[src/hdl/icache_pkg.sv]
// shared types of the instruction cache, imported by every RTL block and the testbench
package icache_pkg;

    localparam int WORD_W      = 32;     // instruction word width
    localparam int LINE_WORDS  = 4;      // words per cache line
    localparam int LINE_ADDR_W = 28;     // byte address bits 31:4

    // fetch byte address split into its fields
    typedef struct packed {
        logic [LINE_ADDR_W-1:0] line_addr;  // selects the 16-byte line
        logic [1:0]             word_sel;   // word within the line
        logic [1:0]             byte_sel;   // ignored for fetches
    } fetch_req_t;

    // answer to one fetch
    typedef struct packed {
        logic [WORD_W-1:0] instr;  // addressed instruction word
        logic              hit;    // line was present when the fetch arrived
    } fetch_resp_t;

    // one tag entry of a way
    typedef struct packed {
        logic                   valid;
        logic [LINE_ADDR_W-1:0] line_addr;  // full line address, independent of set count
    } tag_entry_t;

    // one cache line, word 0 in the low bits
    typedef logic [LINE_WORDS-1:0][WORD_W-1:0] line_t;

    // line request towards the second level
    typedef logic [LINE_ADDR_W-1:0] l2_req_t;

    // one word beat returned by the second level
    typedef logic [WORD_W-1:0] l2_beat_t;

    // cache controller states
    typedef enum logic [2:0] {
        IDLE       = 3'd0,
        LOOKUP     = 3'd1,  // array read issued
        COMPARE    = 3'd2,  // tags checked against held address
        REFILL     = 3'd3,  // waiting for the line from the second level
        WRITE_LINE = 3'd4,  // victim way written
        REREAD     = 3'd5   // filled line read back to answer
    } ctrl_state_e;

    // way select, also the LRU encoding
    typedef enum logic {
        WAY0 = 1'b0,
        WAY1 = 1'b1
    } way_e;

endpackage

[src/hdl/fetch_req_port.sv]
// input side of the cache, captures a fetch strobe and holds its address until the answer
module fetch_req_port
    import icache_pkg::*;
#(
    parameter int SET_BITS = 8
) (
    input  logic                clk_tmp,
    input  logic                rst_n,
    input  logic                fetch_valid,   // one-cycle request strobe
    input  fetch_req_t          fetch_req,
    input  logic                done,          // controller finished the fetch
    output logic                start,         // one-cycle kick to the controller
    output fetch_req_t          held_addr,
    output logic [SET_BITS-1:0] set_index,
    output logic [1:0]          word_offset
);

    logic busy;    // a fetch is in flight
    logic accept;  // strobe taken this cycle

    // a strobe in the done cycle starts the next fetch directly
    assign accept = fetch_valid && (!busy || done);

    always_ff @(posedge clk_tmp) begin
        if (!rst_n) begin
            busy  <= 1'b0;
            start <= 1'b0;
        end else begin
            start <= accept;
            if (accept) begin
                busy <= 1'b1;
            end else if (done) begin
                busy <= 1'b0;
            end
        end
    end

    always_ff @(posedge clk_tmp) begin
        if (accept) begin
            held_addr <= fetch_req;  // stays put for the whole fetch
        end
    end

    assign set_index   = held_addr.line_addr[SET_BITS-1:0];  // low line bits pick the set
    assign word_offset = held_addr.word_sel;

endmodule

[config.mk]
export PLATFORM = sky130hd
export DESIGN_NAME = fetch_req_port
export DESIGN_NICKNAME = d
export VERILOG_FILES = /design/src/hdl/icache_pkg.sv /design/src/hdl/fetch_req_port.sv
export SDC_FILE = /design/constraint.sdc
export NUM_CORES = 1
export LEC_CHECK = 0
export BUFFER_PORTS_ARGS = -buffer_cell sky130_fd_sc_hd__buf_2
export CAP_MARGIN = 20
export CORE_ASPECT_RATIO = 0.8
export CORE_MARGIN = 4
export CORE_UTILIZATION = 40
export DETAILED_ROUTE_END_ITERATION = 10
export PLACE_DENSITY = 0.79
export SYNTH_ARGS = -nofsm -noshare
export SYNTH_HDL_FRONTEND = slang
export SYNTH_SLANG_ARGS = --single-unit
[constraint.sdc]
create_clock -name clk_tmp -period 5.6 [get_ports clk_tmp]
set_input_delay 1.68 -clock clk_tmp [delete_from_list [all_inputs] [get_ports clk_tmp]]
set_output_delay 1.68 -clock clk_tmp [all_outputs]
set_load 0.005 [all_outputs]
## Word-level counts from Yosys, hierarchy flattened

Index checks and enable logic that the tools add are counted.
Widths: inputs -> output; s select.

| operators by class | value |
|---|---|
| muxes and demuxes | 2 |
| reduce and logical (&&, ||, !) cells | 4 |

Operators with widths:

| kind | number |
|---|---|
| $mux 1 | 2 |
| $reduce_bool 2->1 | 1 |
| $logic_and 1x1->1 | 1 |
| $logic_not 1->1 | 1 |
| $logic_or 1x1->1 | 1 |

| word-level totals | value |
|---|---|
| register bits | 34 |
| input port bits | 36 |
| output and inout bits | 43 |
| logic and storage cells | 11 |

## Logic depth before layout (Yosys ltp)

| logic depth | value |
|---|---|
| depth in word-level cells | 4 |
| depth in mapped cells | 2 |
| depth with buffers taken out | 2 |

## Worst setup path before layout

No wires, ideal clock.

| timing | value |
|---|---|
| path type | input to register |
| from | input done |
| to | register held_addr[0] (netlist bit), enable pin |
| setup time | 0.392 ns |
| data arrival time | 2.588 ns |
| required time | 5.208 ns |
| path slack | 2.620 ns |
| stages on the path | 2 |
| buffers on the path | 0 |
| cells stage by stage | nand2b_4 and2_1 |

| on the way | value |
|---|---|
| cells in the longest elaborated chain, start to end | 2 |

Ends and longest elaborated chain:

| element | line | RTL |
|---|---|---|
| start: declaration | fetch_req_port.sv:11 | `input logic done,` |
| $logic_or 1x1->1 | fetch_req_port.sv:22 | `assign accept = fetch_valid && (!busy \|\| done);` |
| $logic_and 1x1->1 | fetch_req_port.sv:22 |  |
| via accept | fetch_req_port.sv:19 | `logic accept;` |
| end signal: assignment | fetch_req_port.sv:40 | `held_addr <= fetch_req;` |
| end: declaration | fetch_req_port.sv:13 | `output fetch_req_t held_addr,` |

The timed path passes the listed nets, and every way through them passes these cells.
A chain may end at the register's enable or synchronous reset.

## Final worst setup path

| timing | value |
|---|---|
| from | input done |
| to | register held_addr[18] (netlist bit), enable pin |

Same word-level chain as after synthesis.

==> summary.md <==
| Metric | Value |
|---|---|
| Outcome | `completed` |
| Io pins | `79` |
| Syn. warnings | `0` |
| Die area | `0.00370 sq mm` |
| Fin crit period | `2.78 ns` |
| Syn-to-layout area delta | `38.4%` |
| Antenna Violating Nets Remaining | `0` |
| Uppermost layer routed | `met4` |
| Initial antenna violation count | `0` |
| Crit path max fanout | `18` |
| Initial Utilization | `0.438` |
| Post-CTS Hold Buffers | `0` |
| Sw Ratio | `0.200` |
| Commonest cells after routing, fill and taps aside | `78 x buf_2, 32 x edfxtp_1, 5 x clkbuf_4, 2 x dfxtp_1` |
| Worst skew pair latency | `0.32 ns` |
| Post-Synth Adder-Cell Area | `0` |
| CTS max path bufs | `2` |
| Slew Viols, Final | `0` |
| CP arrival | `2.79 ns` |
| Net Count, Synth | `85` |
| Final period util | `0.496` |
| Worst Setup Path Type | `in2reg` |
| Wire length per cell | `12.6 um` |
| Final Hold Viols | `0` |
| Endpoint class of the critical path | `register` |
| Final std cells w/o fill | `162` |
| XOR/XNOR Fraction of Synth Area | `0` |
| DIE WIDTH | `67.0 um` |
| Maximum vdd drop | `0.156 mV` |
| Post-DR vias/cell | `4.20` |
| Delay of the slowest cell on the worst path | `0.55 ns` |
| Least-Margin Pin Slew | `0.659 ns` |
| Power per cell area | `306 mW/mm^2` |
| Share of the synthesized area in the top cell type | `0.863` |
| Reg power frac | `0.634` |
| Layout cells sized above 1 | `0.690` |
| Util after Layout | `0.606` |
| Sink Count | `34` |
| Max-cap violations | `0` |
| Dpl cells | `154` |
| DR WL met2 | `868 um` |
| Post-synthesis mux area share | `0` |
| GP Congestion | `0.648` |
| Buffer type at the clock tree root | `clkbuf_4` |
| Combinational Power Share | `0.083` |
| Post-CTS Resized | `0` |
| Drt first pass iters | `2` |
| Slowest CP cell | `and2_1` |
| Layout fillers | `199` |
| Final setup fails | `0` |
| Min-Delay Path Class | `reg2reg` |
| Die Ht | `55.2 um` |
| Met1 wire length | `663 um` |
| Syn avg cell area | `22.7 sq um` |
| Vias in the first global route | `647` |
| Setup TNS | `0 ns` |
| Global-route wire length before repair | `2.88 mm` |
| Gr ovfl total | `0` |
| Synth area leader | `edfxtp_1` |
| Synthesized area | `0.00111 sq mm` |
| Num rows | `16` |
| NetSw | `0.0944 mW` |
| Number of buffers added for setup after CTS | `0` |
| Number of H-tree levels | `2` |
| Core Footprint | `0.00254 sq mm` |
| Kind of cell adding the most delay to the critical path | `simple AND/OR/NAND/NOR gates` |
| DRC | `0` |
| Crit path launch type | `input port` |
| Largest family of logic cells by synthesized area | `buffers and inverters` |
| Cell variety after synth | `8` |
| Seq/Total Area, Yosys | `0.899` |
| Via count | `680` |
| Cells after synthesis | `49` |
| Antenna diode count | `0` |
| TritonCTS clock tree | `done` |
| P_int | `0.377 mW` |
| Largest net degree at the start of global routing | `19` |
| Clock share of power | `0.283` |
| RSZ-0062 raised after global routing | `no` |
| Metal3 WL | `491 um` |
| Drt total wl | `2.05 mm` |
| Gr usage total | `0.118` |
| Post-Route Skew | `0.00998 ns` |
| Clock slew at reported path FFs | `0.10 ns` |
| Yosys reg bits | `34` |
| Nets | `161` |
| Synth Area in Compound Gates | `0.00674` |
| Leakage power | `0.698 nW` |
| Synth Area in Simple Gates | `0.0236` |
| CTS buffer count | `5` |
| Max transition margin | `0.561` |
| Iteration-0 DRC Markers | `32` |
| Port Buffers | `78` |
| Fmax | `0.360 GHz` |
| Most common cell after layout, fill and taps aside | `buf_2` |
| Synth top area cells | `edfxtp_1 86%, buf_4 6.7%, dfxtp_1 3.6%` |
| Crit path required time | `5.61 ns` |
| Cells along the critical path | `buf_2 > nand2b_4 > and2_1 > buf_4` |
| CP bufs+invs | `2` |
## routing by layer
metal | GRT usage | vias to the layer above
li1 | - | 321
met3 | 0.0929 | 3
met2 | 0.192 | 62
met4 | 0.0707 | 0
met5 | 0 | -
met1 | 0.102 | 294
## state kept, by name (all words and copies together) (netlist names)
signal,flops
busy,1
start,1
word_offset,2
held_addr,30
## worst min-delay path, delay by kind of cell, from the launching register on
family / cells / cell delay, ns
compound gates: 1 / 0.05
simple gates: 1 / 0.07
flops: 1 / 0.34
## cell type report
| cell class | instances | area [sq um] | share of cell area |
|---|---|---|---|
| inverter | 1 | 3.75 | 0.00244 |
| clock inverter | 1 | 5.00 | 0.00325 |
| tap | 36 | 45.0 | 0.0292 |
| sequential | 34 | 1000 | 0.649 |
| clock buffer | 7 | 55.1 | 0.0357 |
| timing repair buffer | 79 | 398 | 0.258 |
| multi-input combinational | 4 | 33.8 | 0.0219 |
## power groups by stage
stage	clock [mW]	combinational [mW]	sequential, mW
2_1_floorplan	0	0.0118	0.308
3_3_place_gp	0	0.0394	0.305
3_5_place_dp	0	0.0405	0.305
4_1_cts	0.140	0.0405	0.299
5_1_grt	0.152	0.0444	0.301
6_report	0.133	0.0393	0.299
## cell usage after synthesis, drive strengths merged
library cell,instances
a21boi,1
buf,10
dfxtp,2
and2,1
inv,1
nand2b,1
edfxtp,32
and3,1
## stage by stage
step | instance area (sq um) | total power, mW | hold slack (ns) | worst slack [ns]
CTS | 1540 | 0.480 | 0.499 | 2.80
global placement | 1480 | 0.344 | 0.472 | 2.51
floorplan | 1110 | 0.320 | 0.469 | 2.62
finish | 1540 | 0.472 | 0.495 | 2.82
detailed placement | 1480 | 0.345 | 0.485 | 2.45
global route | 1540 | 0.497 | 0.525 | 2.69
## cells by family after synthesis
family | Yosys count
AO/OA/AOI/OAI | 1
buffers and inverters | 11
AND/OR/NAND/NOR | 3
flip-flops | 34
## path summary, 6_finish.rpt
kind	from	to	slack, ns	cells after the start
hold reg to reg	busy$_SDFFE_PN0P_	busy$_SDFFE_PN0P_	0.49	2
setup reg to reg	busy$_SDFFE_PN0P_	held_addr[18]$_DFFE_PP_	3.96	3
hold / removal	busy$_SDFFE_PN0P_	busy$_SDFFE_PN0P_	0.49	2
setup / recovery	done	held_addr[18]$_DFFE_PP_	2.82	4
Power figures use the tool's default switching activity.
