## src/hdl/icache_pkg.sv

```systemverilog
// shared types of the instruction cache, imported by every RTL block and the testbench
package icache_pkg;

    localparam int WORD_W      = 32;     // instruction word width
    localparam int LINE_WORDS  = 4;      // words per cache line
    localparam int LINE_ADDR_W = 28;     // byte address bits 31:4

    // fetch byte address split into its fields
    typedef struct packed {
        logic [LINE_ADDR_W-1:0] line_addr;  // selects the 16-byte line
        logic [1:0]             word_sel;   // word within the line
        logic [1:0]             byte_sel;   // ignored for fetches
    } fetch_req_t;

    // answer to one fetch
    typedef struct packed {
        logic [WORD_W-1:0] instr;  // addressed instruction word
        logic              hit;    // line was present when the fetch arrived
    } fetch_resp_t;

    // one tag entry of a way
    typedef struct packed {
        logic                   valid;
        logic [LINE_ADDR_W-1:0] line_addr;  // full line address, independent of set count
    } tag_entry_t;

    // one cache line, word 0 in the low bits
    typedef logic [LINE_WORDS-1:0][WORD_W-1:0] line_t;

    // line request towards the second level
    typedef logic [LINE_ADDR_W-1:0] l2_req_t;

    // one word beat returned by the second level
    typedef logic [WORD_W-1:0] l2_beat_t;

    // cache controller states
    typedef enum logic [2:0] {
        IDLE       = 3'd0,
        LOOKUP     = 3'd1,  // array read issued
        COMPARE    = 3'd2,  // tags checked against held address
        REFILL     = 3'd3,  // waiting for the line from the second level
        WRITE_LINE = 3'd4,  // victim way written
        REREAD     = 3'd5   // filled line read back to answer
    } ctrl_state_e;

    // way select, also the LRU encoding
    typedef enum logic {
        WAY0 = 1'b0,
        WAY1 = 1'b1
    } way_e;

endpackage

```

## src/hdl/icache_ctrl.sv

```systemverilog
// cache controller FSM, handles lookup, hit answer, victim choice and the miss sequence
module icache_ctrl
    import icache_pkg::*;
#(
    parameter int SET_BITS = 8
) (
    input  logic                clk_tmp,
    input  logic                rst_n,
    input  logic                start,
    input  fetch_req_t          held_addr,
    input  logic [SET_BITS-1:0] set_index,
    input  logic [1:0]          word_offset,
    input  tag_entry_t          tag0,
    input  tag_entry_t          tag1,
    input  line_t               line0,
    input  line_t               line1,
    input  way_e                lru,
    output logic [SET_BITS-1:0] rd_index,
    output logic [SET_BITS-1:0] wr_index,
    output logic                wr_en0,
    output logic                wr_en1,
    output tag_entry_t          wr_tag,
    output line_t               wr_line,
    output logic                lru_wr,
    output way_e                lru_way,
    output logic                refill_start,
    output l2_req_t             refill_addr,
    input  logic                line_done,
    input  line_t               refill_line,
    output logic                done,
    output logic                resp_valid,
    output fetch_resp_t         fetch_resp
);

    ctrl_state_e state_q;
    way_e        victim_q;   // way chosen for the fill
    logic        missed_q;   // fetch missed on arrival

    logic        hit0;
    logic        hit1;
    logic        hit;
    way_e        hit_way;
    line_t       hit_line;
    logic [31:0] hit_word;
    way_e        victim;
    logic        answer;     // hit seen in a state that may respond

    always_comb begin
        hit0     = tag0.valid && (tag0.line_addr == held_addr.line_addr);
        hit1     = tag1.valid && (tag1.line_addr == held_addr.line_addr);
        hit      = hit0 || hit1;
        hit_way  = hit0 ? WAY0 : WAY1;
        hit_line = (hit_way == WAY0) ? line0 : line1;
        hit_word = hit_line[word_offset];
        // invalid way 0, then invalid way 1, else least recently used
        if (!tag0.valid) begin
            victim = WAY0;
        end else if (!tag1.valid) begin
            victim = WAY1;
        end else begin
            victim = lru;
        end
    end

    assign answer = hit && (state_q == COMPARE || state_q == REREAD);

    // the held index serves both read and write for the whole fetch
    assign rd_index = set_index;
    assign wr_index = set_index;

    assign wr_en0           = (state_q == WRITE_LINE) && (victim_q == WAY0);
    assign wr_en1           = (state_q == WRITE_LINE) && (victim_q == WAY1);
    assign wr_tag.valid     = 1'b1;
    assign wr_tag.line_addr = held_addr.line_addr;
    assign wr_line          = refill_line;

    assign lru_wr  = answer;
    assign lru_way = (hit_way == WAY0) ? WAY1 : WAY0;  // point at the way not used

    assign refill_start = (state_q == COMPARE) && !hit;
    assign refill_addr  = held_addr.line_addr;

    always_ff @(posedge clk_tmp) begin
        if (!rst_n) begin
            state_q    <= IDLE;
            victim_q   <= WAY0;
            missed_q   <= 1'b0;
            resp_valid <= 1'b0;
            done       <= 1'b0;
        end else begin
            resp_valid <= 1'b0;
            done       <= 1'b0;
            case (state_q)
                IDLE: begin
                    if (start) begin
                        missed_q <= 1'b0;
                        state_q  <= LOOKUP;
                    end
                end
                LOOKUP: begin
                    state_q <= COMPARE;  // array outputs valid next cycle
                end
                COMPARE: begin
                    if (hit) begin
                        resp_valid <= 1'b1;
                        done       <= 1'b1;
                        state_q    <= IDLE;
                    end else begin
                        victim_q <= victim;
                        missed_q <= 1'b1;
                        state_q  <= REFILL;
                    end
                end
                REFILL: begin
                    if (line_done) begin
                        state_q <= WRITE_LINE;
                    end
                end
                WRITE_LINE: begin
                    state_q <= REREAD;  // forwarded line shows up next cycle
                end
                REREAD: begin
                    if (hit) begin
                        resp_valid <= 1'b1;
                        done       <= 1'b1;
                        state_q    <= IDLE;
                    end else begin
                        state_q <= LOOKUP;
                    end
                end
                default: begin
                    state_q <= IDLE;
                end
            endcase
        end
    end

    always_ff @(posedge clk_tmp) begin
        if (answer) begin
            fetch_resp.instr <= hit_word;
            fetch_resp.hit   <= !missed_q;  // a refilled line never counts as hit
        end
    end

endmodule

```

## config.mk

```make
export PLATFORM = sky130hd
export DESIGN_NAME = icache_ctrl
export DESIGN_NICKNAME = d
export VERILOG_FILES = /design/src/hdl/icache_pkg.sv /design/src/hdl/icache_ctrl.sv
export SDC_FILE = /design/constraint.sdc
export NUM_CORES = 1
export LEC_CHECK = 0
export ABC_AREA = 1
export CAP_MARGIN = 20
export CORE_AREA = 2 2 284 286
export CTS_BUF_LIST = sky130_fd_sc_hd__clkbuf_2
export DETAILED_ROUTE_END_ITERATION = 6
export DIE_AREA = 0 0 286 288
export DONT_BUFFER_PORTS = 1
export HOLD_SLACK_MARGIN = 0.15
export MAX_ROUTING_LAYER = met4
export PLACE_DENSITY_LB_ADDON = 0.12
export SKIP_LAST_GASP = 1
export SYNTH_ARGS = -nofsm -noshare
export SYNTH_HDL_FRONTEND = slang
export SYNTH_SLANG_ARGS = --single-unit
```

## constraint.sdc

```tcl
create_clock -name clk_tmp -period 4.05 [get_ports clk_tmp]
set_input_delay 0.81 -clock clk_tmp [delete_from_list [all_inputs] [get_ports clk_tmp]]
set_output_delay 0.81 -clock clk_tmp [all_outputs]
set_load 0.05 [all_outputs]
```

# [Word-level counts from Yosys, hierarchy flattened]
# Index checks and enable logic that the tools add are counted.
[totals] out_inout_bits=241 reg_bits=39 romBits=0 n_memories=0 word_cells=51 input_bits=489 latchBits=0 ram_bits=0
[classes] n_div=0 mux=15 shift=0 add_sub_neg=0 reduce_logical=17 n_bitwise=2 n_eq_ne=10 n_lt_le_gt_ge=1 mul=0
[op_table] cell="$mux 128" count=1
[op_table] cell="$bmux 32 s2" count=1
[op_table] cell="$eq 28x28->1" count=2
[op_table] cell="$mux 32" count=1
[op_table] cell="$pmux 3 s6" count=1
[op_table] cell="$mux 1" count=7
[op_table] cell="$eq 3x2->1 const B" count=2
[op_table] cell="$eq 3x3->1 const B" count=2
[op_table] cell="$logic_and 1x1->1" count=6
[op_table] cell="$mux 3" count=2
[op_table] cell="$ne 2x2->1 const B" count=3
[op_table] cell="$reduce_and 2->1" count=3
[op_table] cell="$eq 3x1->1 const B" count=1
[op_table] cell="$logic_not 3->1" count=1
[op_table] cell="$lt 2x3->1 const B" count=1
[op_table] cell="$reduce_and 3->1" count=1
[op_table] cell="$logic_not 1->1" count=2
[op_table] cell="$logic_or 1x1->1" count=2
[op_table] cell="$mux 2" count=1
[op_table] cell="$not 1->1" count=2
[op_table] cell="$pmux 1 s2" count=1
[op_table] cell="$reduce_bool 2->1" count=1
[op_table] cell="$reduce_or 2->1" count=1

# [Depth between registers and ports, before layout]
[logic_depth] depth_word=5 ltp_mapped=16 mapped_depth_nobuf=14

# [Worst setup path before layout]
# No wires, ideal clock.
[synth_timing] path_kind="input to output" start="in tag0[14] (netlist name)" end="out lru_wr" setup_slack_ns=0.635 cell_stages=10 arrival_ns=2.605 path_buffers=1 required_ns=3.240 path_cell_list="xnor2_1 nand2_1 nor2_1 nand2_1 nor2_2 buf_4 nand2_1 nand2_1 nand2_1 inv_1"
[synth_between] elab_chain_len=4
[synth_lines] element="start: declaration" line="icache_ctrl.sv:13" source="input tag_entry_t tag0,"
[synth_lines] element="$eq 28x28->1" line="icache_ctrl.sv:49" source="hit0 = tag0.valid && (tag0.line_addr == held_addr.line_addr);"
[synth_lines] element="$logic_and 1x1->1" line="icache_ctrl.sv:49"
[synth_lines] element="$logic_or 1x1->1" line="icache_ctrl.sv:51" source="hit = hit0 || hit1;"
[synth_lines] element="$logic_and 1x1->1" line="icache_ctrl.sv:65" source="assign answer = hit && (state_q == COMPARE || state_q == REREAD);"
[synth_lines] element="end: declaration" line="icache_ctrl.sv:24" source="output logic lru_wr,"
# No other way between the ends.

# [Worst setup path after layout]
[layout_timing] start="in held_addr[16] (netlist name)" end="out lru_wr"
[layout_between] elab_chain_len=4 word_cells_on_any_way=6 cone_classes="eq/ne (2); reduce/logical (4)"
[layout_lines] element="start: declaration" line="icache_ctrl.sv:10" source="input fetch_req_t held_addr,"
[layout_lines] element="$eq 28x28->1, on equally long branches" line="icache_ctrl.sv:49, icache_ctrl.sv:50"
[layout_lines] element="$logic_and 1x1->1, on equally long branches" line="icache_ctrl.sv:49, icache_ctrl.sv:50"
[layout_lines] element="$logic_or 1x1->1 *" line="icache_ctrl.sv:51"
[layout_lines] element="$logic_and 1x1->1 *" line="icache_ctrl.sv:65"
# Mark *: on every way between the ends. The rest lies on a longest branch, timed or not.

==> impl_summary.log <==
[metrics] arrival time reported for the critical path endpoint: 2.29 ns
[metrics] number of routed nets with antenna violations: 0
[metrics] type of the worst setup path: input port to primary output
[metrics] worst hold-check path type: input port to flip-flop
[metrics] critical path, cell by cell: inv_1 -> nand2_1 -> nand2_1 -> nor2_1 -> nand3_1 -> nor2_4 -> nand2_1 -> nand2_1 -> nand2_1 -> inv_2
[metrics] Worst-path clk slew: 0.25 ns
[metrics] share of Yosys cell area claimed by the top area cell type: 0.2374
[metrics] routed metal-1 wirelength: 17.40 mm
[metrics] final hold violation count: 0
[metrics] setup repair after global routing missed its margin: false
[metrics] sequential group share of total power: 0.398
[metrics] Net Count, Synth: 1909
[metrics] total via count after detailed routing: 7443
[metrics] placer's final routability congestion estimate: 0.8162
[metrics] number of flip-flops and latches in the synthesized netlist: 39
[metrics] mapped cell area: 0.008001 mm²
[metrics] largest area contributor in the synthesized netlist: nand2_1
[metrics] antenna violations before repair: 5
[metrics] relative max-transition margin: 0.3761
[metrics] deepest level of the CTS H-tree: 2
[metrics] maximum single-stage delay on the critical path: 0.33 ns
[metrics] proportion of power drawn by combinational gates: 0.413
[metrics] count of final max-slew check failures: 0
[metrics] worst-case clock skew: 0.04393 ns
[metrics] data required time of the critical path: 3.24 ns
[metrics] overall global routing resource usage: 0.1055
[metrics] clock sinks: 39
[metrics] Post-Syn Area per Cell: 5.635 µm²
[metrics] highest-delay cell along the critical path: inv_2
[metrics] Worst Setup Slack, final: 0.9519 ns
[metrics] share of total power consumed by net switching: 0.4268
[metrics] top achievable clock speed: 322.8 MHz
[metrics] Clock Latency Late Sink: 0.53 ns
[metrics] Port Buffer Count: 0
[metrics] number of gates resized after CTS: 0
[metrics] setup TNS: 0 ns
[metrics] CTS tree: built
[metrics] Worst Path Max Fanout: 5
[metrics] peak supply drop: 0.00005498 V
[metrics] worst setup slack after placement: 0.7732 ns
[metrics] number of enable-type register cells in the synthesized netlist: 33
[metrics] leakage power total: 3.902 nW
[metrics] Psw: 499.4 µW
[metrics] slew at the pin closest to its max-slew limit: 0.9345 ns
[metrics] minimum clock period after layout: 3.098 ns
[metrics] total power per unit cell area: 153.7 mW/mm²
[metrics] number of DRC violations after detailed-routing iteration 0: 350
[metrics] Critical Path Start: held_addr[16]
[metrics] Die Ht: 288 µm
[metrics] post-synth cell types: 26
[metrics] die area: 0.08237 mm²
[metrics] Root Buffer Master: clkbuf_2
[metrics] share of the yosys chip area belonging to registers: 0.1389
[metrics] Crit path top cell by count: nand2_1
[metrics] Remaining DRCs: 0
[metrics] number of buffers on the longest clock path: 2
[metrics] die width: 286 µm
[metrics] biggest area contributors in the synthesized netlist: nand2_1 24%, buf_4 20%, edfxtp_1 12%
[metrics] Top FF cell, synth: edfxtp_1
[metrics] Clk pwr share: 0.189
[metrics] hold wc startpoint: rst_n
[metrics] number of instances in the synthesized netlist: 1420
[metrics] sort of element at the end of the critical path: primary output
[metrics] Setup Viol. Count Final: 0
[metrics] HPWL after detailed placement: 37.19 mm
[metrics] element type at the critical path start: input port
[metrics] pin count of the biggest net entering global routing: 129
[metrics] First-pass DRT Iterations: 5
[metrics] vias in the first global route: 7429
[metrics] initial cell density of the core: 0.1005
[metrics] Top Metal Used: met4
[metrics] met3 routed WL: 4.166 mm
[metrics] Routed WL: 45.16 mm
[metrics] routed vias/inst: 3.318
[metrics] met2 WL: 22.22 mm
[metrics] count of max-cap constraint violations: 0
[metrics] Final Net Count: 1662
[metrics] internal power summed over all cells: 670.6 µW
[metrics] first-pass GRT wire length: 59.06 mm
[metrics] Tcrit/Tclk final: 0.7650
[metrics] Boundary Pins: 730
[metrics] Congestion Overflow GR: 0
[metrics] mean routed wirelength per cell: 20.13 µm
[metrics] hold buffer count at cts: 0
[metrics] Site Rows: 104
[metrics] total CTS buffers: 5
[metrics] Async SR Flop Fraction: 0
[metrics] area growth from synthesis to final layout: -4.832%
[metrics] FF-to-FF Start: state_q[1]
[metrics] # Post-CTS Setup Buffers: 0
[metrics] share of final-layout standard cells stronger than drive strength 1: 0.04007
[metrics] count of yosys warnings during synthesis: 0
[metrics] outcome: complete, no violations
[metrics] area of the core region: 0.07964 mm²
registers in the layout, summed over array words and instances, names as in the netlist:
name and flops:
resp_valid 1, state_q 3, victim_q 1, missed_q 1, fetch_resp 33
synth_stat cells (all sizes together), types with 4 or more instances:
| cell type | instances |
|---|---|
| nand2 | 507 |
| dfxtp | 6 |
| o21ai | 4 |
| buf | 252 |
| edfxtp | 33 |
| a21oi | 4 |
| nand3b | 129 |
| clkbuf | 12 |
| inv | 248 |
| nand4 | 8 |
| xnor2 | 13 |
| nor2 | 52 |
| nand3 | 138 |
| nor3 | 5 |
logic make-up (layout without fill, tap and decap cells):
logic type      count (synthesis)  in the layout  synth area share
compound gates                  9              9          0.005943
simple gates                  844            844            0.4848
buf+inv                       514            267            0.3557
xor+xnor                       13             13           0.01423
other cells                     1             11         0.0004687
flops                          39             39            0.1389
critical path, delay by kind of cell:
family | cells | cell delay [ns]
AND/OR/NAND/NOR | 8 | 1.07
buffers and inverters | 2 | 0.36
power groups by stage:
stage / sequential [mW] / combinational, mW / clock [mW]
after detailed placement: 0.473 / 0.496 / 0
after CTS: 0.465 / 0.498 / 0.261
after floorplan: 0.472 / 0.907 / 0
after global placement: 0.474 / 0.500 / 0
final: 0.465 / 0.484 / 0.221
after global routing: 0.467 / 0.559 / 0.265
area by class of cell:
cell class              instances  area (µm²)
multi-input cells             867        4068
well taps                    1060        1326
clock inverters                 2       8.758
repair buffers                 10       112.6
diodes                         10       25.02
inverters                     250       938.4
fillers                      9571       72020
flip-flops and latches         39        1111
clock buffers                   5       25.02
routing by layer:
metal,track usage,up-vias
met3,0.03748,86
met5,-,-
met2,0.1832,439
met4,0.03835,0
li1,-,3604
met1,0.1095,3314
stage by stage:
step / power, mW / cells / hold WS [ns] / area (µm²) / utilization
after floorplan: 1.379 / 1420 / 0.4267 / 8001 / -
after global placement: 0.9732 / 2226 / 0.4747 / 7556 / 0.09488
after detailed placement: 0.9691 / 2226 / 0.4787 / 7556 / 0.09488
after CTS: 1.224 / 2233 / 0.2903 / 7590 / 0.09531
after global routing: 1.291 / 2238 / 0.3149 / 7602 / 0.09546
final: 1.170 / 2243 / 0.3924 / 7615 / 0.09562
cell usage in the layout (no fill, tap or decap):
| cell | instances |
|---|---|
| a21boi_1 | 1 |
| a21oi_1 | 4 |
| and2_1 | 3 |
| buf_12 | 3 |
| buf_4 | 7 |
| clkbuf_2 | 5 |
| clkinv_1 | 3 |
| clkinv_2 | 1 |
| conb_1 | 1 |
| dfxtp_1 | 6 |
| diode_2 | 10 |
| edfxtp_1 | 33 |
| inv_1 | 224 |
| inv_2 | 24 |
| nand2_1 | 506 |
| nand2_8 | 1 |
| nand3_1 | 137 |
| nand3_2 | 1 |
| nand3b_1 | 129 |
| nand4_1 | 8 |
| nor2_1 | 49 |
| nor2_2 | 1 |
| nor2_4 | 2 |
| nor3_1 | 5 |
| o21ai_0 | 4 |
| or2_2 | 2 |
| xnor2_1 | 13 |
worst paths after layout:
kind	slack [ns]	cells after the start	endpoint
min	0.39	2	state_q[1]
min reg2reg	0.50	2	missed_q
max	0.95	10	lru_wr
max reg2reg	1.89	6	fetch_resp[11]
(Power assumes the default switching activity.)
