$ cat config.mk
export PLATFORM = sky130hd
export DESIGN_NAME = l2_refill_port
export DESIGN_NICKNAME = d
export VERILOG_FILES = /design/src/hdl/icache_pkg.sv /design/src/hdl/l2_refill_port.sv
export SDC_FILE = /design/constraint.sdc
export NUM_CORES = 1
export LEC_CHECK = 0
export ABC_AREA = 0
export BUFFER_PORTS_ARGS = -buffer_cell sky130_fd_sc_hd__buf_2
export CAP_MARGIN = 40
export CELL_PAD_IN_SITES_DETAIL_PLACEMENT = 1
export CELL_PAD_IN_SITES_GLOBAL_PLACEMENT = 1
export CORE_MARGIN = 2
export CORE_UTILIZATION = 41
export DETAILED_ROUTE_END_ITERATION = 8
export PLACE_DENSITY_LB_ADDON = 0.1
export SKIP_CTS_REPAIR_TIMING = 1
export SYNTH_ARGS = -nofsm -noshare
export SYNTH_HDL_FRONTEND = slang
export SYNTH_SLANG_ARGS = --single-unit
$ cat constraint.sdc
create_clock -name clk_tmp -period 3.1 [get_ports clk_tmp]
set_clock_uncertainty 0.15 [all_clocks]
set_input_delay 0 -clock clk_tmp [delete_from_list [all_inputs] [get_ports clk_tmp]]
set_output_delay 0 -clock clk_tmp [all_outputs]
set_load 0.005 [all_outputs]
$ cat src/hdl/icache_pkg.sv
// shared types of the instruction cache, imported by every RTL block and the testbench
package icache_pkg;

    localparam int WORD_W      = 32;     // instruction word width
    localparam int LINE_WORDS  = 4;      // words per cache line
    localparam int LINE_ADDR_W = 28;     // byte address bits 31:4

    // fetch byte address split into its fields
    typedef struct packed {
        logic [LINE_ADDR_W-1:0] line_addr;  // selects the 16-byte line
        logic [1:0]             word_sel;   // word within the line
        logic [1:0]             byte_sel;   // ignored for fetches
    } fetch_req_t;

    // answer to one fetch
    typedef struct packed {
        logic [WORD_W-1:0] instr;  // addressed instruction word
        logic              hit;    // line was present when the fetch arrived
    } fetch_resp_t;

    // one tag entry of a way
    typedef struct packed {
        logic                   valid;
        logic [LINE_ADDR_W-1:0] line_addr;  // full line address, independent of set count
    } tag_entry_t;

    // one cache line, word 0 in the low bits
    typedef logic [LINE_WORDS-1:0][WORD_W-1:0] line_t;

    // line request towards the second level
    typedef logic [LINE_ADDR_W-1:0] l2_req_t;

    // one word beat returned by the second level
    typedef logic [WORD_W-1:0] l2_beat_t;

    // cache controller states
    typedef enum logic [2:0] {
        IDLE       = 3'd0,
        LOOKUP     = 3'd1,  // array read issued
        COMPARE    = 3'd2,  // tags checked against held address
        REFILL     = 3'd3,  // waiting for the line from the second level
        WRITE_LINE = 3'd4,  // victim way written
        REREAD     = 3'd5   // filled line read back to answer
    } ctrl_state_e;

    // way select, also the LRU encoding
    typedef enum logic {
        WAY0 = 1'b0,
        WAY1 = 1'b1
    } way_e;

endpackage

$ cat src/hdl/l2_refill_port.sv
// output side of the cache, requests a line from the second level and gathers its four beats
module l2_refill_port
    import icache_pkg::*;
(
    input  logic     clk_tmp,
    input  logic     rst_n,
    input  logic     refill_start,   // one-cycle line request from the controller
    input  l2_req_t  refill_addr,
    output logic     l2_req_valid,
    output l2_req_t  l2_req,
    input  logic     l2_beat_valid,
    input  l2_beat_t l2_beat,
    output logic     line_done,      // one cycle after the fourth beat
    output line_t    refill_line
);

    logic       fill_active;  // request sent, beats still expected
    logic [1:0] beat_cnt;
    logic       take_beat;
    logic       last_beat;

    assign take_beat = fill_active && l2_beat_valid;
    assign last_beat = take_beat && (beat_cnt == 2'd3);

    always_ff @(posedge clk_tmp) begin
        if (!rst_n) begin
            l2_req_valid <= 1'b0;
            fill_active  <= 1'b0;
            beat_cnt     <= 2'd0;
            line_done    <= 1'b0;
        end else begin
            l2_req_valid <= refill_start;
            line_done    <= last_beat;
            if (refill_start) begin
                fill_active <= 1'b1;
                beat_cnt    <= 2'd0;
            end else if (take_beat) begin
                beat_cnt <= beat_cnt + 2'd1;  // wraps to 0 after word 3
                if (last_beat) begin
                    fill_active <= 1'b0;
                end
            end
        end
    end

    always_ff @(posedge clk_tmp) begin
        if (refill_start) begin
            l2_req <= refill_addr;
        end
    end

    // beats arrive in word order, so shifting down leaves word 0 in the low slot
    always_ff @(posedge clk_tmp) begin
        if (take_beat) begin
            refill_line <= {l2_beat, refill_line[3:1]};
        end
    end

endmodule

# Yosys cells after proc, flatten, opt, wreduce, memory -nomap -nowiden
# Index checks and enable logic that the tools add are counted.
[classes]
muxes = 3
bitwise_logic = 1
n_addsub = 1
reduce_logical = 6
n_eq_ne = 1
[ops]
columns = ["op", "count"]
rows = [
  ["nonzero test 2 bit", 2],
  ["2-to-1 mux 1 bit", 3],
  ["adder 2 x 1 -> 2 bit (second input constant)", 1],
  ["equality test 2 bit (second input constant)", 1],
  ["logical AND 1 bit", 2],
  ["AND reduction 2 bit", 1],
  ["OR reduction 2 bit", 1],
  ["inverter 1 bit", 1],
]
[totals]
inputBits = 64
regBits = 161
output_inout_bits = 158
word_cells = 21

# Logic depth before layout (Yosys ltp)
# Gate-level depths: netlist of run 1.
[logic_depth]
word_depth = 5
mapped_depth = 3
ltp_nobuf = 3

# Worst setup path before layout of run 1
# OpenSTA, ideal clock, no wires.
[synth_timing]
path_type = "flip-flop to flip-flop"
from = "register fill_active"
to = "register refill_line[0] (netlist name) (enable)"
arrival_ns = 1.362
n_path_buf = 0
stages_incl_launch_ff = 2
setup_ns = 0.399
required_time_ns = 2.551
synth_period_minus_slack_ns = 1.910
slack_ns = 1.190
path_cell_list = "dfxtp_1 and2_4"
[synth_between]
elab_chain_cells = 1
[synth_lines]
columns = ["item", "line_no", "text"]
rows = [
  ["start: declaration", "l2_refill_port.sv:17", "logic fill_active;"],
  ["start signal: assignment", "l2_refill_port.sv:28", "fill_active <= 1'b0;"],
  ["start signal: assignment", "l2_refill_port.sv:35", "fill_active <= 1'b1;"],
  ["start signal: assignment", "l2_refill_port.sv:40", "fill_active <= 1'b0;"],
  ["logical AND 1 bit", "l2_refill_port.sv:22", "assign take_beat = fill_active && l2_beat_valid;"],
  ["named net take_beat", "l2_refill_port.sv:19", "logic take_beat;"],
  ["end signal: assignment", "l2_refill_port.sv:55", "refill_line <= {l2_beat, refill_line[3:1]};"],
  ["end: declaration", "l2_refill_port.sv:14", "output line_t refill_line"],
]
# The timed path passes the listed nets, and every way through them passes these cells.
# A chain may end at the register's enable or synchronous reset.

# Worst setup path after layout of run 1
[layout_timing]
from = "register fill_active"
to = "register refill_line[94] (netlist name) (enable)"
# Same word-level chain as after synthesis.

==> qor.json, run 1 <==
{
  "antenna_left": {"value": 0},
  "finalSetupViolations": {"value": 0},
  "min_period_over_period": {"value": 0.606},
  "place_inst": {"value": 540},
  "synthTopCellsByArea": {"value": "sky130_fd_sc_hd__edfxtp_1 96%, sky130_fd_sc_hd__dfxtp_1 2.1%, sky130_fd_sc_hd__a21bo_2 0.41%"},
  "worstSetupStartpointType": {"value": "register"},
  "power_per_cell_area": {"value": 618, "unit": "nW/um^2"},
  "final.setup.worst_slack": {"value": 1.22, "unit": "ns"},
  "io-pin-count": {"value": 222},
  "outcome": {"value": "finished with violations"},
  "yosys.cell_count.top_type": {"value": "sky130_fd_sc_hd__edfxtp_1"},
  "route.final.wire_length": {"value": 11700, "unit": "um"},
  "achievable-frequency": {"value": 0.533, "unit": "GHz"},
  "finalWeightedCongestion": {"value": 0.707},
  "max-slew-margin-rel": {"value": 0.561},
  "cts.clk_slew.worst_paths": {"value": 0.06, "unit": "ns"},
  "netlist.top_cell.by_area": {"value": "sky130_fd_sc_hd__edfxtp_1"},
  "drcViolationCount": {"value": 15},
  "global_route.overflow_total": {"value": 0},
  "grt_setup_unrepaired": {"value": "no"},
  "worstPathArrival": {"value": 1.79, "unit": "ns"},
  "htree_num_levels": {"value": 4},
  "final_cells": {"value": 635},
  "p_leak": {"value": 2.93, "unit": "nW"},
  "drt-vias-per-instance": {"value": 4.60},
  "synth_area_per_cell": {"value": 28.1, "unit": "sq um"},
  "setup_total_negative_slack": {"value": 0, "unit": "ns"},
  "timing.reg2reg.worst_path_depth": {"value": 2},
  "netlist.area_leader.share": {"value": 0.960},
  "n_fill_cell": {"value": 1060},
  "placement.cell_area": {"value": 6190, "unit": "sq um"},
  "ys_top_cells_by_count": {"value": "156 x sky130_fd_sc_hd__edfxtp_1, 5 x sky130_fd_sc_hd__dfxtp_1, 2 x sky130_fd_sc_hd__a21bo_2, 2 x sky130_fd_sc_hd__a21oi_1"},
  "dominantRegCellSynth": {"value": "sky130_fd_sc_hd__edfxtp_1"},
  "synthDistinctLibCells": {"value": 13},
  "detailedRoute.firstPassIterationCount": {"value": 6},
  "hold_viol": {"value": 0},
  "routed_wire_length_per_instance": {"value": 18.5, "unit": "um"},
  "cts_tree": {"value": "built"},
  "number_of_antenna_violations_at_the_first_check_in_global_routing": {"value": 0},
  "timing.hold.worst_path_depth": {"value": 1},
  "synthesis.area": {"value": 4880, "unit": "sq um"},
  "fin_total_pwr": {"value": 4.52, "unit": "mW"},
  "worst_skew_pair.late_latency": {"value": 0.42, "unit": "ns"},
  "fp.dieW": {"value": 113, "unit": "um"},
  "io_buffers": {"value": 221},
  "synthToLayoutAreaGrowth": {"value": 49.8, "unit": "%"},
  "cts-root-buf": {"value": "sky130_fd_sc_hd__clkbuf_16"},
  "design.die.area": {"value": 12800, "unit": "sq um"},
  "ir_worst_vdd": {"value": 411, "unit": "uV"},
  "area_occupied_by_multi_input_gates": {"value": 97.6, "unit": "sq um"},
  "hold_class": {"value": "primary input to register"},
  "synth_edf_count": {"value": 156},
  "maxCapViolCount": {"value": 0},
  "via_count": {"value": 2919},
  "yosys_warnings": {"value": 0},
  "synth.yosys.seq_area_share": {"value": 0.980},
  "core.rowCount": {"value": 39},
  "critical_path.max_fanout": {"value": 35},
  "die_h": {"value": 113, "unit": "um"},
  "synth_seq_cells": {"value": 161},
  "core": {"value": 11500, "unit": "sq um"},
  "clock_path_buffers": {"value": 2},
  "post-place-ws": {"value": 1.22, "unit": "ns"},
  "grt_max_degree": {"value": 64},
  "violations_in_the_final_reports": {"value": "DRC"},
  "initial_utilization": {"value": 0.424},
  "cts-buffers-inserted": {"value": 17},
  "post-route-cell-area": {"value": 7310, "unit": "sq um"},
  "ratio_of_cells_with_drive_above_1_in_the_final_layout": {"value": 0.504},
  "dp.final_hpwl": {"value": 7470, "unit": "um"},
  "syn_inst": {"value": 174},
  "worst_pin_slew": {"value": 0.659, "unit": "ns"},
  "drtIter0Drc": {"value": 150},
  "finish.net_count": {"value": 544},
  "critical_path_class": {"value": "register to register"},
  "mappedNetlistNets": {"value": 239},
  "postSynth.asyncResetShare": {"value": 0},
  "gr-usage-all-layers": {"value": 0.163},
  "fin_crit": {"value": 1.88, "unit": "ns"},
  "vias_in_the_first_global_route": {"value": 2753},
  "end_kind": {"value": "register"},
  "timing.critical_path.required": {"value": 3.02, "unit": "ns"},
  "insertedDiodeCount": {"value": 0},
  "wire_length_of_the_first_global_routing_pass": {"value": 15000, "unit": "um"},
  "final-seq-area": {"value": 4780, "unit": "sq um"},
  "numClockSinks": {"value": 161},
  "report.final.slew_viol_count": {"value": 0}
}
[metrics by stage]
step           utilization  hold WS [ns]
6_report             0.635       0.00741
5_1_grt              0.635        0.0303
4_1_cts              0.580        -0.416
3_5_place_dp         0.538        0.0286
3_3_place_gp         0.538        0.0259
2_1_floorplan            -       -0.0511
[state kept, by name, summed over array words and instances, names as in the netlist]
name and count:
beat_cnt 2, line_done 1, l2_req 28, fill_active 1
l2_req_valid 1, refill_line 128
[worst max-delay path, cell delays in order (launching register included)]
cell and delay (ns):
sky130_fd_sc_hd__dfxtp_1 0.41, sky130_fd_sc_hd__and2_4 0.48, sky130_fd_sc_hd__buf_4 0.47
[final cells by class]
class,count,share of cell area
well taps,143,0.0245
repair buffers,286,0.241
clock buffers,21,0.0602
multi-input cells,13,0.0133
clock inverters,11,0.00650
flip-flops and latches,161,0.654
[logic make-up after synthesis]
logic type / share of synthesized area
and+or+nand+nor: 0.00820
adders and majority gates: 0.00256
AOI/OAI and AO/OA: 0.00923
DFF: 0.980
[worst paths after layout]
| check | start | endpoint | slack, ns |
|---|---|---|---|
| worst min register to register | refill_line[66] | refill_line[34] | 0.29 |
| worst max register to register | fill_active | refill_line[94] | 1.22 |
| worst max-delay path | fill_active | refill_line[94] | 1.22 |
| worst min-delay path | refill_start | l2_req[20] | 0.007 |
[power by group]
| group | internal (mW) | total [mW] | switching [mW] |
|---|---|---|---|
| clock | 0.996 | 1.74 | 0.742 |
| combinational | 0.139 | 0.257 | 0.118 |
| sequential | 2.49 | 2.53 | 0.0357 |
[cells in the final DEF, fill, tap and decap left out, drive strengths merged, types with 2 or more instances in the layout]
cell type      n
a21bo          2
a21oi          2
and2           2
buf          223
clkbuf        21
clkinv        11
dfxtp          5
dlygate4sd3   63
edfxtp       156
[routing by layer]
layer | GRT usage | vias to the layer above | share of wire
met5 | 0 | - | 0
met4 | 0.0862 | 0 | 0.022
met3 | 0.0782 | 21 | 0.099
met2 | 0.274 | 159 | 0.53
met1 | 0.169 | 1425 | 0.35
li1 | - | 1314 | -
Power figures use the tool's default switching activity.
==> run 2, diff against run 1 <==
--- a/config.mk
+++ b/config.mk
@@ -5,13 +5,13 @@
 export SDC_FILE = /design/constraint.sdc
 export NUM_CORES = 1
 export LEC_CHECK = 0
-export ABC_AREA = 0
+export ABC_AREA = 1
 export BUFFER_PORTS_ARGS = -buffer_cell sky130_fd_sc_hd__buf_2
 export CAP_MARGIN = 40
 export CELL_PAD_IN_SITES_DETAIL_PLACEMENT = 1
 export CELL_PAD_IN_SITES_GLOBAL_PLACEMENT = 1
 export CORE_MARGIN = 2
-export CORE_UTILIZATION = 41
+export CORE_UTILIZATION = 38
 export DETAILED_ROUTE_END_ITERATION = 8
 export PLACE_DENSITY_LB_ADDON = 0.1
 export SKIP_CTS_REPAIR_TIMING = 1
==> constraint.sdc (replaced) <==
create_clock -name clk_tmp -period 1.9 [get_ports clk_tmp]
set_clock_uncertainty 0.15 [all_clocks]
set_input_delay 0 -clock clk_tmp [delete_from_list [all_inputs] [get_ports clk_tmp]]
set_output_delay 0 -clock clk_tmp [all_outputs]
set_load 0.005 [all_outputs]
==> qor.json, run 2 <==
{
  "outcome": {"value": "finished clean"},
  "place_inst": {"value": 578},
  "post-place-ws": {"value": 0.484, "unit": "ns"},
  "worst_pin_slew": {"value": 0.671, "unit": "ns"},
  "hold_viol": {"value": 0},
  "cts.clk_slew.worst_paths": {"value": 0.06, "unit": "ns"},
  "synth.yosys.seq_area_share": {"value": 0.980},
  "worst_skew_pair.late_latency": {"value": 0.40, "unit": "ns"},
  "power_per_cell_area": {"value": 1030, "unit": "nW/um^2"},
  "ys_top_cells_by_count": {"value": "156 x sky130_fd_sc_hd__edfxtp_1, 7 x sky130_fd_sc_hd__nand2_1, 5 x sky130_fd_sc_hd__dfxtp_1, 5 x sky130_fd_sc_hd__inv_1, 4 x sky130_fd_sc_hd__nor2_1"},
  "fin_hold_ws": {"value": 0.0208, "unit": "ns"},
  "grt_setup_unrepaired": {"value": "no"},
  "post-route-cell-area": {"value": 7390, "unit": "sq um"},
  "syn_inst": {"value": 183},
  "core": {"value": 12600, "unit": "sq um"},
  "dp.final_hpwl": {"value": 7260, "unit": "um"},
  "post-route-util": {"value": 0.588},
  "end_kind": {"value": "register"},
  "met2WireLength": {"value": 5940, "unit": "um"},
  "hold_class": {"value": "primary input to register"},
  "worstHoldEndpoint": {"value": "l2_req[4]"},
  "final.setup.worst_slack": {"value": 0.482, "unit": "ns"},
  "die_h": {"value": 117, "unit": "um"},
  "critical_path.reg2reg.endpoint": {"value": "refill_line[110]"},
  "synth_seq_cells": {"value": 161},
  "number_of_antenna_violations_at_the_first_check_in_global_routing": {"value": 0},
  "reg2reg_setup_slack": {"value": 0.48, "unit": "ns"},
  "global_route.overflow_total": {"value": 0},
  "largest_register_ffs": {"value": 128},
  "wl_met1": {"value": 3990, "unit": "um"},
  "netlist.area_leader.share": {"value": 0.959},
  "yosys.cell_count.top_type": {"value": "sky130_fd_sc_hd__edfxtp_1"},
  "finalWeightedCongestion": {"value": 0.701},
  "layout.cells.most_common_list": {"value": "221 x sky130_fd_sc_hd__buf_2, 156 x sky130_fd_sc_hd__edfxtp_1, 62 x sky130_fd_sc_hd__dlygate4sd3_1, 17 x sky130_fd_sc_hd__clkbuf_16, 7 x sky130_fd_sc_hd__nand2_1"},
  "routed_wire_length_per_instance": {"value": 16.6, "unit": "um"},
  "final_common_cell": {"value": "sky130_fd_sc_hd__buf_2"},
  "setup_total_negative_slack": {"value": 0, "unit": "ns"},
  "ratio_of_cells_with_drive_above_1_in_the_final_layout": {"value": 0.500},
  "p_switching": {"value": 1.51, "unit": "mW"},
  "clock_path_buffers": {"value": 2},
  "insertedDiodeCount": {"value": 0},
  "io-pin-count": {"value": 222},
  "grt_max_degree": {"value": 69},
  "share_comb_of_total_power": {"value": 0.062},
  "registers.top_by_ff_count": {"value": "refill_line"},
  "finalSetupViolations": {"value": 0},
  "detailedRoute.firstPassIterationCount": {"value": 4},
  "antenna_left": {"value": 0},
  "p_int": {"value": 6.13, "unit": "mW"},
  "fin_total_pwr": {"value": 7.64, "unit": "mW"},
  "fp.dieW": {"value": 117, "unit": "um"},
  "achievable-frequency": {"value": 0.705, "unit": "GHz"},
  "mappedNetlistNets": {"value": 248},
  "worstSetupStartpointType": {"value": "register"},
  "fin_crit": {"value": 1.42, "unit": "ns"},
  "postSynth.asyncResetShare": {"value": 0},
  "synthDistinctLibCells": {"value": 10},
  "max-slew-margin-rel": {"value": 0.552},
  "power.share.clock": {"value": 0.391},
  "maxCapViolCount": {"value": 0},
  "drt-vias-per-instance": {"value": 4.30},
  "finish.net_count": {"value": 552},
  "cts-root-buf": {"value": "sky130_fd_sc_hd__clkbuf_16"},
  "cts_tree": {"value": "built"},
  "ir_worst_vdd": {"value": 617, "unit": "uV"},
  "worstPathArrival": {"value": 1.33, "unit": "ns"},
  "wire_length_of_the_first_global_routing_pass": {"value": 15100, "unit": "um"},
  "route.top_layer_used": {"value": "met4"},
  "gr-usage-all-layers": {"value": 0.146},
  "drcViolationCount": {"value": 0},
  "seqPwrFrac": {"value": 0.547},
  "final_cells": {"value": 672},
  "io_buffers": {"value": 221},
  "critical_path.reg2reg.startpoint": {"value": "fill_active"},
  "p_leak": {"value": 2.98, "unit": "nW"},
  "synthToLayoutAreaGrowth": {"value": 51.2, "unit": "%"},
  "timing.hold.worst_path_depth": {"value": 1},
  "placement.cell_area": {"value": 6250, "unit": "sq um"},
  "via_count": {"value": 2888},
  "report.final.slew_viol_count": {"value": 0},
  "netlist.top_cell.by_area": {"value": "sky130_fd_sc_hd__edfxtp_1"},
  "design.die.area": {"value": 13800, "unit": "sq um"},
  "synthTopCellsByArea": {"value": "sky130_fd_sc_hd__edfxtp_1 96%, sky130_fd_sc_hd__dfxtp_1 2.0%, sky130_fd_sc_hd__nand2_1 0.54%"},
  "min_period_over_period": {"value": 0.746},
  "power.share.switching": {"value": 0.197},
  "hp-start": {"value": "refill_start"},
  "drtIter0Drc": {"value": 155},
  "met3_routed_wirelength": {"value": 1000, "unit": "um"},
  "critical_path_class": {"value": "register to register"},
  "route.final.wire_length": {"value": 11200, "unit": "um"},
  "htree_num_levels": {"value": 4},
  "dominantRegCellSynth": {"value": "sky130_fd_sc_hd__edfxtp_1"},
  "synth_area_per_cell": {"value": 26.7, "unit": "sq um"},
  "numClockSinks": {"value": 161},
  "vias_in_the_first_global_route": {"value": 2817},
  "timing.reg2reg.worst_path_depth": {"value": 3},
  "yosys_warnings": {"value": 0},
  "synthesis.area": {"value": 4880, "unit": "sq um"},
  "critical_path.max_fanout": {"value": 68},
  "initial_utilization": {"value": 0.389},
  "synth_edf_count": {"value": 156},
  "core.rowCount": {"value": 41},
  "reg_top3": {"value": "refill_line x128, l2_req x28, beat_cnt x2"},
  "cts-buffers-inserted": {"value": 17},
  "timing.critical_path.required": {"value": 1.81, "unit": "ns"}
}
## run 2: cell types whose count changed in the layout (fill, tap and decap cells not counted), moves of 2 or more
cell	change
sky130_fd_sc_hd__inv_1	+4
sky130_fd_sc_hd__clkbuf_1	+2
sky130_fd_sc_hd__nor2_1	+4
sky130_fd_sc_hd__nand2_1	+7
sky130_fd_sc_hd__clkinv_1	-3
sky130_fd_sc_hd__a21bo_2	-2
## run 2: worst max-delay path by stage
stage	from	end	slack, ns	depth (start not counted)
2_1_floorplan	fill_active	refill_line[0]	-0.94	2
4_1_cts	fill_active	refill_line[20]	0.47	3
5_1_grt	fill_active	refill_line[117]	0.41	3
6_report	fill_active	refill_line[110]	0.48	3
3_3_place_gp	fill_active	refill_line[21]	0.51	3
3_5_place_dp	fill_active	refill_line[26]	0.48	3
## run 2: critical path: stages (launching register included)
cell,delay (ns)
sky130_fd_sc_hd__dfxtp_2,0.37
sky130_fd_sc_hd__nand2_2,0.09
sky130_fd_sc_hd__clkinvlp_4,0.11
sky130_fd_sc_hd__buf_12,0.32
## run 2: layer usage
| metal | up-vias | global-route usage |
|---|---|---|
| met5 | - | 0 |
| met4 | 0 | 0.0738 |
| met1 | 1404 | 0.152 |
| met2 | 139 | 0.248 |
| met3 | 17 | 0.0657 |
| li1 | 1328 | - |
## run 2: power groups by stage
stage	Clock, mW	Sequential [mW]	Combinational [mW]
after floorplan	0	4.27	0.0590
after global placement	0	4.23	0.367
after detailed placement	0	4.25	0.373
after CTS	3.05	4.18	0.374
after global routing	3.20	4.20	0.513
final	2.99	4.18	0.471
## run 2: cell type report
cell class                 instances  area [sq um]
sequential                       161          4790
multi-input combinational         17          81.3
tap                              172           215
timing repair buffer             285          1770
fill                            1185          5180
clock inverter                     9          66.3
inverter                           5          22.5
clock buffer                      23           448
## run 2: cells by family (layout without fill, tap and decap cells)
logic type | Yosys count | count (layout) | share of synthesized area
AO/OA/AOI/OAI | 1 | 1 | 0.00102
adder cells (fa/ha/maj) | 1 | 1 | 0.00256
buffers and inverters | 5 | 322 | 0.00384
flip-flops | 161 | 161 | 0.980
AND/OR/NAND/NOR | 15 | 15 | 0.0131
==> run 3, diff against run 2 <==
==> constraint.sdc (replaced) <==
create_clock -name clk_tmp -period 1.4 [get_ports clk_tmp]
set_clock_uncertainty 0.15 [all_clocks]
set_input_delay 0 -clock clk_tmp [delete_from_list [all_inputs] [get_ports clk_tmp]]
set_output_delay 0 -clock clk_tmp [all_outputs]
set_load 0.005 [all_outputs]
==> qor.json, run 3 (same netlist as run 2, synthesis figures left out) <==
{
  "outcome": {"value": "finished with violations"},
  "violations_in_the_final_reports": {"value": "hold timing"},
  "achievable-frequency": {"value": 0.740, "unit": "GHz"},
  "finish.net_count": {"value": 561},
  "critical_path.reg2reg.endpoint": {"value": "refill_line[59]"},
  "finalSetupViolations": {"value": 0},
  "dp.final_hpwl": {"value": 7380, "unit": "um"},
  "registers.top_by_ff_count": {"value": "refill_line"},
  "critical_path.reg2reg.startpoint": {"value": "fill_active"},
  "p_int": {"value": 8.34, "unit": "mW"},
  "timing.critical_path.slowest_cell_delay": {"value": 0.36, "unit": "ns"},
  "hp-start": {"value": "refill_start"},
  "insertedDiodeCount": {"value": 0},
  "layout.cells.most_common_list": {"value": "221 x sky130_fd_sc_hd__buf_2, 156 x sky130_fd_sc_hd__edfxtp_1, 63 x sky130_fd_sc_hd__dlygate4sd3_1, 18 x sky130_fd_sc_hd__clkbuf_16, 7 x sky130_fd_sc_hd__nand2_1"},
  "n_fill_cell": {"value": 1181},
  "final-seq-area": {"value": 4790, "unit": "sq um"},
  "wire_length_of_the_first_global_routing_pass": {"value": 15100, "unit": "um"},
  "final.setup.worst_slack": {"value": 0.0488, "unit": "ns"},
  "ratio_of_cells_with_drive_above_1_in_the_final_layout": {"value": 0.505},
  "worstSetupStartpointType": {"value": "register"},
  "cp_num_cells": {"value": 4},
  "fin_crit": {"value": 1.35, "unit": "ns"},
  "synthToLayoutAreaGrowth": {"value": 53.6, "unit": "%"},
  "critical_path_class": {"value": "register to register"},
  "final_common_cell": {"value": "sky130_fd_sc_hd__buf_2"},
  "power.share.clock": {"value": 0.389},
  "gr-usage-all-layers": {"value": 0.148},
  "htree_num_levels": {"value": 4},
  "detailedRoute.firstPassIterationCount": {"value": 4},
  "post-place-ws": {"value": 0.0439, "unit": "ns"},
  "worstPathArrival": {"value": 1.36, "unit": "ns"},
  "worst_pin_slew": {"value": 0.225, "unit": "ns"},
  "largest_register_ffs": {"value": 128},
  "routed_wire_length_per_instance": {"value": 16.9, "unit": "um"},
  "drt-vias-per-instance": {"value": 4.31},
  "core.rowCount": {"value": 41},
  "design.die.area": {"value": 13800, "unit": "sq um"},
  "worstPathCellList": {"value": "nand2_2 > clkinvlp_4 > buf_4 > buf_12"},
  "finalWeightedCongestion": {"value": 0.696},
  "grt_setup_unrepaired": {"value": "no"},
  "core": {"value": 12600, "unit": "sq um"},
  "timing.critical_path.required": {"value": 1.41, "unit": "ns"},
  "report.final.slew_viol_count": {"value": 0},
  "timing.hold.worst_path_depth": {"value": 1},
  "max-slew-margin-rel": {"value": 0.850},
  "hold_class": {"value": "primary input to register"},
  "critical_path.max_fanout": {"value": 27},
  "end_kind": {"value": "register"},
  "number_of_antenna_violations_at_the_first_check_in_global_routing": {"value": 0},
  "p_switching": {"value": 2.05, "unit": "mW"},
  "reg2reg_setup_slack": {"value": 0.05, "unit": "ns"},
  "path_buf_inv": {"value": 3},
  "power.share.switching": {"value": 0.198},
  "via_count": {"value": 2935},
  "cts_tree": {"value": "built"},
  "ir_worst_vdd": {"value": 745, "unit": "uV"},
  "post-route-cell-area": {"value": 7500, "unit": "sq um"},
  "vias_in_the_first_global_route": {"value": 2769},
  "cts-root-buf": {"value": "sky130_fd_sc_hd__clkbuf_16"},
  "slowest_stage_cell_on_the_critical_path": {"value": "sky130_fd_sc_hd__dfxtp_4"},
  "die_h": {"value": 117, "unit": "um"},
  "fin_hold_ws": {"value": -0.274, "unit": "ns"},
  "global_route.overflow_total": {"value": 0},
  "maxCapViolCount": {"value": 0},
  "hold_viol": {"value": 30},
  "cts-buffers-inserted": {"value": 17},
  "p_leak": {"value": 3.03, "unit": "nW"},
  "io_buffers": {"value": 221},
  "seqPwrFrac": {"value": 0.545},
  "drtIter0Drc": {"value": 113},
  "antenna_left": {"value": 0},
  "numClockSinks": {"value": 161},
  "drcViolationCount": {"value": 0},
  "worst_skew_pair.late_latency": {"value": 0.41, "unit": "ns"},
  "power_per_cell_area": {"value": 1390, "unit": "nW/um^2"},
  "timing.reg2reg.worst_path_depth": {"value": 4},
  "fp.dieW": {"value": 117, "unit": "um"},
  "placement.cell_area": {"value": 6300, "unit": "sq um"},
  "min_period_over_period": {"value": 0.965},
  "reg_top3": {"value": "refill_line x128, l2_req x28, beat_cnt x2"},
  "cts.clk_slew.worst_paths": {"value": 0.06, "unit": "ns"},
  "cpLargestDelayFamily": {"value": "buffers and inverters"},
  "share_comb_of_total_power": {"value": 0.066},
  "initial_utilization": {"value": 0.389},
  "clock_path_buffers": {"value": 2},
  "io-pin-count": {"value": 222},
  "worstHoldEndpoint": {"value": "l2_req[2]"},
  "grt_max_degree": {"value": 44},
  "route.final.wire_length": {"value": 11500, "unit": "um"},
  "timing.critical_path.from": {"value": "fill_active"},
  "area_occupied_by_multi_input_gates": {"value": 81.3, "unit": "sq um"}
}
run 3: cell types whose count changed in the layout (fill, tap and decap cells not counted), sizes merged:
cell / delta
dlygate4sd3: +1
buf: +7
clkinv: +1
run 3: routing by layer:
metal | GRT usage | up-vias | wire (um)
met5 | 0 | - | 0
met4 | 0.0836 | 0 | 323
met3 | 0.0657 | 24 | 1020
met2 | 0.244 | 152 | 5960
met1 | 0.159 | 1409 | 4180
li1 | - | 1350 | -
run 3: area by class of cell:
type / instances / area share
multi-input cells: 17 / 0.0108
clock buffers: 22 / 0.0592
inverters: 5 / 0.00300
clock inverters: 10 / 0.00917
repair buffers: 294 / 0.251
well taps: 172 / 0.0287
flip-flops and latches: 161 / 0.638
run 3: power groups by stage:
stage | sequential, mW | clock, mW | combinational [mW]
2_1_floorplan | 5.80 | 0 | 0.0800
3_3_place_gp | 5.74 | 0 | 0.516
3_5_place_dp | 5.76 | 0 | 0.523
4_1_cts | 5.67 | 4.14 | 0.524
5_1_grt | 5.69 | 4.34 | 0.746
6_report | 5.67 | 4.04 | 0.685
run 3: through the flow:
stage	util	power [mW]	TNS [ns]	instances
finish	0.597	10.4	0	681
global route	0.597	10.8	0	681
CTS	0.542	10.3	0	613
detailed placement	0.501	6.29	0	581
global placement	0.501	6.26	0	581
floorplan	-	5.88	-184.82	183
run 3: how the worst max path moves through the flow:
stage               slack (ns)               end
floorplan                -1.44    refill_line[0]
global placement          0.07  refill_line[121]
detailed placement        0.04   refill_line[36]
CTS                       0.03   refill_line[36]
global route             0.005   refill_line[27]
finish                    0.05   refill_line[59]
